## config.mk

```make
export PLATFORM = sky130hd
export DESIGN_NAME = rv_core
export DESIGN_NICKNAME = d
export VERILOG_FILES = /design/src/source/rv_pkg.sv /design/src/source/rv_decoder.sv /design/src/source/rv_regfile.sv /design/src/source/rv_alu.sv /design/src/source/rv_forward.sv /design/src/source/rv_core.sv
export SDC_FILE = /design/constraint.sdc
export NUM_CORES = 2
export LEC_CHECK = 0
export BUFFER_PORTS_ARGS = -buffer_cell sky130_fd_sc_hd__buf_4
export CAP_MARGIN = 5
export CORE_MARGIN = 2
export CORE_UTILIZATION = 51
export DETAILED_ROUTE_END_ITERATION = 8
export MAX_ROUTING_LAYER = met4
export PLACE_DENSITY = 0.67
export SYNTH_ARGS = -nofsm -noshare
export SYNTH_HDL_FRONTEND = slang
export SYNTH_SLANG_ARGS = --single-unit
```

## constraint.sdc

```tcl
create_clock -name CLK -period 10.81 [get_ports CLK]
set_clock_uncertainty 0.1 [all_clocks]
set_input_delay 2.162 -clock CLK [delete_from_list [all_inputs] [get_ports CLK]]
set_output_delay 2.162 -clock CLK [all_outputs]
set_load 0.02 [all_outputs]
```

## src/source/rv_pkg.sv

```systemverilog
package rv_pkg;

    localparam int XLEN = 32;

    // major opcodes, load and store kept only to be dropped
    typedef enum logic [6:0] {
        OPC_OP     = 7'b0110011,
        OPC_IMM    = 7'b0010011,
        OPC_LOAD   = 7'b0000011,
        OPC_STORE  = 7'b0100011,
        OPC_BRANCH = 7'b1100011,
        OPC_JAL    = 7'b1101111,
        OPC_JALR   = 7'b1100111,
        OPC_LUI    = 7'b0110111,
        OPC_AUIPC  = 7'b0010111
    } opcode_e;

    typedef enum logic [3:0] {
        ALU_ADD, ALU_SUB, ALU_XOR, ALU_OR, ALU_AND,
        ALU_SLL, ALU_SRL, ALU_SRA, ALU_SLT, ALU_SLTU, ALU_PASS_B
    } alu_op_e;

    // encoded as funct3 so decode is a plain cast
    typedef enum logic [2:0] {
        BR_EQ  = 3'b000,
        BR_NE  = 3'b001,
        BR_LT  = 3'b100,
        BR_GE  = 3'b101,
        BR_LTU = 3'b110,
        BR_GEU = 3'b111
    } br_cond_e;

    typedef enum logic [1:0] {XFER_NONE, XFER_BRANCH, XFER_JUMP} xfer_e;

    //////////////////////////////////////////////////
    // stage records

    typedef struct packed {
        alu_op_e  alu_op;
        logic     a_pc;
        logic     b_imm;
        br_cond_e br_cond;
        xfer_e    xfer;
        logic     reg_write;
    } ex_ctrl_t;

    typedef struct packed {
        logic            valid;
        ex_ctrl_t        ctrl;
        logic [XLEN-1:0] pc;
        logic [XLEN-1:0] imm;
        logic [XLEN-1:0] rs1_val;
        logic [XLEN-1:0] rs2_val;
        logic [4:0]      rd;
    } ex_stage_t;

    typedef struct packed {
        logic            valid;
        logic            reg_write;
        logic            jump;
        logic [XLEN-1:0] alu;
        logic [XLEN-1:0] next_pc;
        logic [4:0]      rd;
    } mem_stage_t;

    typedef struct packed {
        logic            valid;
        logic            reg_write;
        logic [4:0]      rd;
        logic [XLEN-1:0] value;
    } wb_stage_t;

    typedef struct packed {
        logic [4:0]      rd;
        logic [XLEN-1:0] data;
    } retire_t;

endpackage

```

## src/source/rv_decoder.sv

```systemverilog
`timescale 1ns/10ps

module rv_decoder (
    input  logic             [31:0] instr,
    input  logic                    valid,
    output rv_pkg::ex_ctrl_t        ctrl,
    output logic             [31:0] imm,
    output logic             [4:0]  rs1,
    output logic             [4:0]  rs2,
    output logic             [4:0]  rd,
    output logic                    rs1_used,
    output logic                    rs2_used,
    output logic                    halt_req
);

    import rv_pkg::*;

    typedef enum logic [2:0] {FMT_NONE, FMT_I, FMT_B, FMT_U, FMT_J} imm_fmt_e;

    opcode_e    opcode;
    logic [2:0] funct3;
    imm_fmt_e   fmt;

    // shared by register and immediate forms, alt picks sub or sra
    function automatic alu_op_e alu_from_funct3(input logic [2:0] f3, input logic alt);
        case (f3)
            3'd0:    return alt ? ALU_SUB : ALU_ADD;
            3'd1:    return ALU_SLL;
            3'd2:    return ALU_SLT;
            3'd3:    return ALU_SLTU;
            3'd4:    return ALU_XOR;
            3'd5:    return alt ? ALU_SRA : ALU_SRL;
            3'd6:    return ALU_OR;
            default: return ALU_AND;
        endcase
    endfunction

    assign opcode = opcode_e'(instr[6:0]);
    assign funct3 = instr[14:12];
    assign rd     = instr[11:7];
    assign rs1    = instr[19:15];
    assign rs2    = instr[24:20];

    // an all-zero word stops the core
    assign halt_req = valid && (instr == 32'd0);

    always_comb begin
        ctrl           = '0;
        ctrl.alu_op    = ALU_ADD;
        ctrl.br_cond   = BR_EQ;
        ctrl.xfer      = XFER_NONE;
        fmt            = FMT_NONE;
        rs1_used       = 1'b0;
        rs2_used       = 1'b0;
        case (opcode)
            OPC_OP: begin
                ctrl.alu_op    = alu_from_funct3(funct3, instr[30]);
                ctrl.reg_write = 1'b1;
                rs1_used       = 1'b1;
                rs2_used       = 1'b1;
            end
            OPC_IMM: begin
                // only srai uses bit 30, addi has no subtract
                ctrl.alu_op    = alu_from_funct3(funct3, instr[30] && (funct3 == 3'd5));
                ctrl.b_imm     = 1'b1;
                ctrl.reg_write = 1'b1;
                rs1_used       = 1'b1;
                fmt            = FMT_I;
            end
            OPC_BRANCH: begin
                // alu forms the target, comparison runs on rs1 and rs2
                ctrl.br_cond = br_cond_e'(funct3);
                ctrl.xfer    = XFER_BRANCH;
                ctrl.a_pc    = 1'b1;
                ctrl.b_imm   = 1'b1;
                rs1_used     = 1'b1;
                rs2_used     = 1'b1;
                fmt          = FMT_B;
            end
            OPC_JAL: begin
                ctrl.xfer      = XFER_JUMP;
                ctrl.a_pc      = 1'b1;
                ctrl.b_imm     = 1'b1;
                ctrl.reg_write = 1'b1;
                fmt            = FMT_J;
            end
            OPC_JALR: begin
                ctrl.xfer      = XFER_JUMP;
                ctrl.b_imm     = 1'b1;
                ctrl.reg_write = 1'b1;
                rs1_used       = 1'b1;
                fmt            = FMT_I;
            end
            OPC_LUI: begin
                ctrl.alu_op    = ALU_PASS_B;
                ctrl.b_imm     = 1'b1;
                ctrl.reg_write = 1'b1;
                fmt            = FMT_U;
            end
            OPC_AUIPC: begin
                ctrl.a_pc      = 1'b1;
                ctrl.b_imm     = 1'b1;
                ctrl.reg_write = 1'b1;
                fmt            = FMT_U;
            end
            // no data memory, these pass through as bubbles
            OPC_LOAD, OPC_STORE: ctrl.reg_write = 1'b0;
            default:             ctrl.reg_write = 1'b0;
        endcase
        // x0 is never written
        if (rd == 5'd0) begin
            ctrl.reg_write = 1'b0;
        end
    end

    always_comb begin
        case (fmt)
            FMT_I:   imm = {{20{instr[31]}}, instr[31:20]};
            FMT_B:   imm = {{19{instr[31]}}, instr[31], instr[7], instr[30:25],
                            instr[11:8], 1'b0};
            FMT_U:   imm = {instr[31:12], 12'd0};
            FMT_J:   imm = {{11{instr[31]}}, instr[31], instr[19:12], instr[20],
                            instr[30:21], 1'b0};
            default: imm = 32'd0;
        endcase
    end

endmodule

```

## src/source/rv_regfile.sv

```systemverilog
`timescale 1ns/10ps

module rv_regfile (
    input  logic        CLK,
    input  logic        we,
    input  logic [4:0]  wa,
    input  logic [31:0] wd,
    input  logic [4:0]  ra1,
    input  logic [4:0]  ra2,
    output logic [31:0] rd1,
    output logic [31:0] rd2
);

    logic [31:0] regs [32];

    always_ff @(posedge CLK) begin
        if (we) begin
            regs[wa] <= wd;
        end
    end

    // asynchronous read, x0 tied to zero
    assign rd1 = (ra1 == 5'd0) ? 32'd0 : regs[ra1];
    assign rd2 = (ra2 == 5'd0) ? 32'd0 : regs[ra2];

endmodule

```

## src/source/rv_alu.sv

```systemverilog
`timescale 1ns/10ps

module rv_alu (
    input  rv_pkg::ex_stage_t        ex,
    output logic              [31:0] alu_result,
    output logic              [31:0] ex_value,
    output logic                     taken
);

    import rv_pkg::*;

    logic [XLEN-1:0] op_a;
    logic [XLEN-1:0] op_b;
    logic [XLEN-1:0] next_pc;
    logic            cond;

    assign op_a    = ex.ctrl.a_pc ? ex.pc : ex.rs1_val;
    assign op_b    = ex.ctrl.b_imm ? ex.imm : ex.rs2_val;
    assign next_pc = ex.pc + XLEN'(4);

    always_comb begin
        case (ex.ctrl.alu_op)
            ALU_ADD:    alu_result = op_a + op_b;
            ALU_SUB:    alu_result = op_a - op_b;
            ALU_XOR:    alu_result = op_a ^ op_b;
            ALU_OR:     alu_result = op_a | op_b;
            ALU_AND:    alu_result = op_a & op_b;
            ALU_SLL:    alu_result = op_a << op_b[4:0];
            ALU_SRL:    alu_result = op_a >> op_b[4:0];
            ALU_SRA:    alu_result = $signed(op_a) >>> op_b[4:0];
            ALU_SLT:    alu_result = {{(XLEN-1){1'b0}}, $signed(op_a) < $signed(op_b)};
            ALU_SLTU:   alu_result = {{(XLEN-1){1'b0}}, op_a < op_b};
            ALU_PASS_B: alu_result = op_b;
            default:    alu_result = op_a + op_b;
        endcase
    end

    // branch compare always on the register operands
    always_comb begin
        case (ex.ctrl.br_cond)
            BR_EQ:   cond = ex.rs1_val == ex.rs2_val;
            BR_NE:   cond = ex.rs1_val != ex.rs2_val;
            BR_LT:   cond = $signed(ex.rs1_val) < $signed(ex.rs2_val);
            BR_GE:   cond = $signed(ex.rs1_val) >= $signed(ex.rs2_val);
            BR_LTU:  cond = ex.rs1_val < ex.rs2_val;
            BR_GEU:  cond = ex.rs1_val >= ex.rs2_val;
            default: cond = 1'b0;
        endcase
    end

    assign taken = ex.valid && ((ex.ctrl.xfer == XFER_JUMP) ||
                                (ex.ctrl.xfer == XFER_BRANCH && cond));

    // jumps write the link address
    assign ex_value = (ex.ctrl.xfer == XFER_JUMP) ? next_pc : alu_result;

endmodule

```

## src/source/rv_forward.sv

```systemverilog
`timescale 1ns/10ps

module rv_forward (
    input  logic               [4:0]  rs1,
    input  logic               [4:0]  rs2,
    input  logic                      rs1_used,
    input  logic                      rs2_used,
    input  rv_pkg::ex_stage_t         ex,
    input  logic               [31:0] ex_value,
    input  rv_pkg::mem_stage_t        mem,
    input  rv_pkg::wb_stage_t         wb,
    input  logic               [31:0] rf1,
    input  logic               [31:0] rf2,
    output logic               [31:0] op1,
    output logic               [31:0] op2
);

    import rv_pkg::*;

    logic [XLEN-1:0] mem_value;

    assign mem_value = mem.jump ? mem.next_pc : mem.alu;

    // youngest writer wins, reg_write is already low for x0
    function automatic logic [XLEN-1:0] pick(input logic [4:0] rs,
                                             input logic used,
                                             input logic [XLEN-1:0] rf);
        logic [XLEN-1:0] val;
        val = rf;
        if (used) begin
            if (ex.valid && ex.ctrl.reg_write && ex.rd == rs) begin
                val = ex_value;
            end else if (mem.valid && mem.reg_write && mem.rd == rs) begin
                val = mem_value;
            end else if (wb.valid && wb.reg_write && wb.rd == rs) begin
                val = wb.value;
            end
        end
        return val;
    endfunction

    always_comb begin
        op1 = pick(rs1, rs1_used, rf1);
        op2 = pick(rs2, rs2_used, rf2);
    end

endmodule

```

## src/source/rv_core.sv

```systemverilog
`timescale 1ns/10ps

module rv_core #(
    parameter logic [31:0] RESET_PC = 32'h0000_0000
) (
    input  logic                   CLK,
    input  logic                   RST,
    output logic            [31:0] imem_addr,
    input  logic            [31:0] imem_data,
    output logic                   retire_valid,
    output rv_pkg::retire_t        retire,
    output logic                   done
);

    import rv_pkg::*;

    logic [XLEN-1:0] pc;
    logic [XLEN-1:0] dec_pc;
    logic [31:0]     dec_instr;
    logic            dec_valid;

    ex_ctrl_t        dec_ctrl;
    logic [XLEN-1:0] dec_imm;
    logic [4:0]      dec_rs1;
    logic [4:0]      dec_rs2;
    logic [4:0]      dec_rd;
    logic            rs1_used;
    logic            rs2_used;
    logic            halt_req;

    logic [XLEN-1:0] rf1;
    logic [XLEN-1:0] rf2;
    logic [XLEN-1:0] op1;
    logic [XLEN-1:0] op2;

    ex_stage_t       ex_q;
    mem_stage_t      mem_q;
    wb_stage_t       wb_q;
    logic [XLEN-1:0] alu_result;
    logic [XLEN-1:0] ex_value;
    logic            flush;
    logic            hold;
    logic [1:0]      halt_cnt;

    assign imem_addr = pc;

    rv_decoder u_decoder (
        .instr(dec_instr), .valid(dec_valid), .ctrl(dec_ctrl), .imm(dec_imm),
        .rs1(dec_rs1), .rs2(dec_rs2), .rd(dec_rd),
        .rs1_used(rs1_used), .rs2_used(rs2_used), .halt_req(halt_req)
    );

    rv_regfile u_regfile (
        .CLK(CLK), .we(retire_valid), .wa(wb_q.rd), .wd(wb_q.value),
        .ra1(dec_rs1), .ra2(dec_rs2), .rd1(rf1), .rd2(rf2)
    );

    rv_forward u_forward (
        .rs1(dec_rs1), .rs2(dec_rs2), .rs1_used(rs1_used), .rs2_used(rs2_used),
        .ex(ex_q), .ex_value(ex_value), .mem(mem_q), .wb(wb_q),
        .rf1(rf1), .rf2(rf2), .op1(op1), .op2(op2)
    );

    rv_alu u_alu (
        .ex(ex_q), .alu_result(alu_result), .ex_value(ex_value), .taken(flush)
    );

    // an older taken branch cancels a pending halt
    assign hold = halt_req && !flush;
    assign done = (halt_cnt == 2'd3);

    //////////////////////////////////////////////////
    // fetch, decode register and halt counter

    always_ff @(posedge CLK) begin
        if (!hold) begin
            dec_pc    <= pc;
            dec_instr <= imem_data;
        end
        if (RST) begin
            pc        <= RESET_PC;
            dec_valid <= 1'b0;
            halt_cnt  <= 2'd0;
        end else begin
            if (flush) begin
                // jalr needs bit 0 cleared, others already even
                pc        <= {alu_result[XLEN-1:1], 1'b0};
                dec_valid <= 1'b0;
            end else if (!hold) begin
                pc        <= pc + XLEN'(4);
                dec_valid <= 1'b1;
            end
            if (!hold) begin
                halt_cnt <= 2'd0;
            end else if (halt_cnt != 2'd3) begin
                halt_cnt <= halt_cnt + 2'd1;
            end
        end
    end

    //////////////////////////////////////////////////
    // execute, memory and writeback registers

    always_ff @(posedge CLK) begin
        ex_q.ctrl     <= dec_ctrl;
        ex_q.pc       <= dec_pc;
        ex_q.imm      <= dec_imm;
        ex_q.rs1_val  <= op1;
        ex_q.rs2_val  <= op2;
        ex_q.rd       <= dec_rd;

        mem_q.reg_write <= ex_q.ctrl.reg_write;
        mem_q.jump      <= (ex_q.ctrl.xfer == XFER_JUMP);
        mem_q.alu       <= alu_result;
        mem_q.next_pc   <= ex_q.pc + XLEN'(4);
        mem_q.rd        <= ex_q.rd;

        wb_q.reg_write <= mem_q.reg_write;
        wb_q.rd        <= mem_q.rd;
        wb_q.value     <= mem_q.jump ? mem_q.next_pc : mem_q.alu;

        if (RST) begin
            ex_q.valid  <= 1'b0;
            mem_q.valid <= 1'b0;
            wb_q.valid  <= 1'b0;
        end else begin
            // zero word never enters execute
            ex_q.valid  <= dec_valid && !flush && !halt_req;
            mem_q.valid <= ex_q.valid;
            wb_q.valid  <= mem_q.valid;
        end
    end

    assign retire_valid = wb_q.valid && wb_q.reg_write;
    assign retire.rd    = wb_q.rd;
    assign retire.data  = wb_q.value;

endmodule

```

==> results by stage <==
Global route:
- The met2 usage is 54.3%.
- The number of global-route vias before repair came to 47100.
- The most utilized layer in the global route result is met2.
- The aggregate global routing overflow is 0.
- In the global route stage, overall resource usage came out at 35.0%.
- In the global route stage, met1 resource usage came out at 44.5%.
- The initial antenna violation count was 4.
- The first global-routing pass estimated 347 mm of wire.
- The largest net degree at the start of global routing is 114.
- In the global route stage, met3 resource usage came out at 4.98%.

Worst hold path:
- The start point of the worst hold path is dec_pc[4].
- The cell count of the worst hold path is 0.
- The path class of the tightest hold or removal check is register to register.
- For hold timing, the worst endpoint is ex_q[105].

Detailed routing:
- For this block, the routed nets add up to 243 mm of wire.
- For this run, the detailed router's first-pass iteration total came to 5.
- The number of remaining DRC errors is 0.
- The number of vias per cell is 6.96.
- The wire length per cell after detailed routing is 35.2 um.
- Once detail routing completed, the nets flagged for antenna violations numbered 0.
- The detailed router placed 48000 vias in this run.
- The first routing iteration left 6185 violations.

Final layout:
- For this run, the post-layout net count is 5068.
- The area growth from synthesis to layout is 10.3%.
- Cells with a size suffix above 1 make up 26.1% of the layout.
- The final core area utilization is 56.7%.

STA:
- The worst-case hold slack is 0.238 ns.
- Setup slack closes at 4.63 ns.
- In this run the tightest slew margin relative to its limit is 13.3%.
- The number of max-slew violations in the final report is 0.
- After routing, the total negative slack on setup checks comes to 0 ns.
- The number of failing setup endpoints in the final timing report is 0.
- Static timing analysis puts the maximum clock frequency at 162 MHz.
- Setup repair after global routing left no endpoint under its margin.
- The minimum period implied by the final worst setup slack is 6.18 ns.
- The total count of hold-check failures in the final report is 0.
- For the pin with the worst max-slew slack, the measured transition is 1.27 ns.
- Dividing the final minimum period by the clock period gives 57.2%.

Floorplan:
- The boundary pin count is 105.
- For this configuration, the core starts out at a cell density of 51.4%.
- The die span in y is 379 um.
- The floorplan step defined a die boundary enclosing 144000 um2.
- The standard-cell row count is 137.
- The floorplan step set the die width to 379 um.
- The total area inside the core boundary comes to 140000 um2.

Logic synthesis:
- The cell area after synthesis is 71800 um2.
- The number of warning messages in the yosys log is 0.
- The most used flip-flop cell after synthesis is sky130_fd_sc_hd__edfxtp_1.
- The async set-reset flop share out of synthesis is 0%.
- Yosys instantiated no cell more often than sky130_fd_sc_hd__edfxtp_1.
- The fraction of the yosys area taken by sequential cells is 53.8%.
- Yosys mapped the design onto 103 distinct sky130hd cell types.
- In this run the mean area of a mapped cell was 14.7 um2.
- By area the synthesized netlist is led by sky130_fd_sc_hd__edfxtp_1 45%, sky130_fd_sc_hd__mux4_2 21%, sky130_fd_sc_hd__dfxtp_1 8.3%.
- Counting flops with a built-in enable in the synthesized netlist gives 1087.
- The number of nets handed over by synthesis was 5047.
- Synthesis inferred 1386 register bits.
- The share of Yosys cell area claimed by the top area cell type is 45.4%.
- Synthesis produced 4879 cells.
- The largest total area in the synthesized netlist belongs to sky130_fd_sc_hd__edfxtp_1.
- Counting instances in the post-synthesis netlist gives the leading cell types as 1087 x sky130_fd_sc_hd__edfxtp_1, 655 x sky130_fd_sc_hd__mux4_2, 324 x sky130_fd_sc_hd__nor2_1, 299 x sky130_fd_sc_hd__dfxtp_1, 250 x sky130_fd_sc_hd__mux2i_1.

Clocking:
- The number of sinks driven by the clock tree is 1386.
- CTS built an H-tree with a depth of 4.
- TritonCTS built the clock tree.
- The TritonCTS buffer count is 139.
- In this run, post-CTS hold repair placed 0 buffers.
- The clock reaches the later pin of the worst-skew pair after 0.79 ns.
- The tree is rooted in a sky130_fd_sc_hd__clkbuf_16.
- The count of buffers added by post-CTS timing repair for setup is 0.
- The clock passes through at most 3 buffers.
- After clock tree synthesis, the clock-pin slew on the worst setup and hold paths is 0.06 ns.
- In this run, post-CTS repair resized a total of 0 instances.

Pwr:
- In this run, the combinational gates consume 21.7% of the power.
- The total power consumption of the routed design is 14500 uW.
- The switching power summed over all nets is 4390 uW.
- In this run, the clock network consumes 32.8% of the power.
- The leakage component of the power is 0.0271 uW.
- Of the total power, the share spent switching nets is 30.2%.
- The areal power density over the cells is 183 nW/um2.
- The peak supply drop is 0.157 mV.
- The share of total power dissipated in sequential elements is 45.5%.
- The internal portion of the total power is 10100 uW.

Worst setup path:
- Across all register-to-register paths, the minimum setup slack is 4.63 ns.
- The classification of the worst setup path is register to register.
- The worst setup path is captured at a register.
- The data arrival time of the critical path is 6.69 ns.
- The number of cells traversed by the worst register-to-register path is 14.
- STA classifies the critical path startpoint as a register.
- The reg-to-reg critical path startpoint is ex_q[139].
- In this run the worst path has a maximum fanout of 48.
- The endpoint of the worst register-to-register path is ex_q[23].
- At the worst endpoint, the required time is 11.32 ns.

Place:
- The count of input and output buffers is 103.
- The HPWL after detailed placement is 160 mm.
- OpenSTA, run right after detailed placement, puts the worst setup slack at 4.82 ns.
- The placer congestion estimate is 1.04.

Run status:
- The run finished with clean final reports.

Job:
- Across the run, the number of max-cap violations was 0.
## critical path, stage by stage, from the launching register on
cell                        delay [ns]
sky130_fd_sc_hd__dfxtp_2          0.31
sky130_fd_sc_hd__buf_4            0.56
sky130_fd_sc_hd__mux2_2           0.30
sky130_fd_sc_hd__buf_4            0.51
sky130_fd_sc_hd__clkinv_1         0.39
sky130_fd_sc_hd__ha_1             0.55
sky130_fd_sc_hd__nor2_1           0.11
sky130_fd_sc_hd__o311ai_1         0.52
sky130_fd_sc_hd__a21oi_1          0.30
sky130_fd_sc_hd__a31o_2           0.36
sky130_fd_sc_hd__a211o_1          0.35
sky130_fd_sc_hd__a211oi_1         0.35
sky130_fd_sc_hd__o221ai_1         0.18
sky130_fd_sc_hd__a2111oi_0        0.87
sky130_fd_sc_hd__o21ai_0          0.21
## how the worst max path moves through the flow
stage | start | end | slack (ns) | depth (start not counted)
after floorplan | ex_q[139] | ex_q[30] | 6.39 | 16
after global placement | ex_q[139] | ex_q[23] | 4.95 | 14
after detailed placement | ex_q[139] | ex_q[55] | 4.82 | 14
final | ex_q[139] | ex_q[23] | 4.63 | 14
after CTS | ex_q[139] | ex_q[55] | 4.78 | 14
after global routing | ex_q[139] | ex_q[23] | 4.25 | 14
## metal layers
metal,vias to the layer above,share of wire [%]
li1,19600,-
met4,0,6.7
met5,-,0
met3,647,8.2
met1,25000,37
met2,2748,48
## cells in the final DEF, fill, tap and decap left out, drive strengths merged, types with 35 or more instances in the layout
cell type  netlist  final
a31oi           35     35
clkinv           1     49
edfxtp        1087   1087
nor2b           41     41
a211oi          56     56
dfxtp          299    299
o22ai           71     71
nand3           66     66
inv            171    178
xor2            41     41
o21ai          178    178
mux2i          265    265
ha             132    132
buf            196    265
a21oi          124    124
o211ai          36     36
mux4           655    655
nor3            53     53
a21o            38     38
xnor2           54     54
nand2          214    214
clkbuf         189    188
nor2           324    324
mux2            67     67
## metrics by stage
stage	instance area, um2	cells
4_1_cts	79200	6889
2_1_floorplan	71800	4879
3_5_place_dp	74800	6635
3_3_place_gp	74800	6635
6_report	79200	6893
5_1_grt	79200	6891
## power by group through the flow
stage / combinational (uW) / sequential (uW) / clock, uW
after floorplan: 1770 / 6870 / 0
after global routing: 3340 / 6640 / 5010
after detailed placement: 3070 / 6730 / 0
final: 3150 / 6620 / 4760
after global placement: 3050 / 6720 / 0
after CTS: 3080 / 6610 / 4800
## final cells by class
| class | instances | area (um2) |
|---|---|---|
| fillers | 10900 | 60500 |
| diodes | 4 | 10.0 |
| flip-flops and latches | 1386 | 38700 |
| clock inverters | 66 | 619 |
| multi-input cells | 2936 | 31100 |
| well taps | 1876 | 2350 |
| clock buffers | 188 | 3850 |
| inverters | 172 | 646 |
| repair buffers | 265 | 2040 |
## logic make-up after synthesis
group / Yosys count / share of synthesized area, %
other: 1 / 0.00522
multiplexers: 987 / 25.4
adder cells (fa/ha/maj): 134 / 2.35
AO/OA/AOI/OAI: 822 / 7.99
buffers and inverters: 557 / 3.44
XOR/XNOR: 95 / 1.16
AND/OR/NAND/NOR: 897 / 5.89
flip-flops: 1386 / 53.8
## sequential cells by signal, summed over array words and instances (netlist names), named ones only
register,count
imem_addr,31
mem_q,71
dec_valid,1
wb_q,2
halt_cnt,2
retire,37
dec_pc,31
dec_instr,32
ex_q,145
u_regfile.regs,1024
Power figures use the tool's default switching activity.
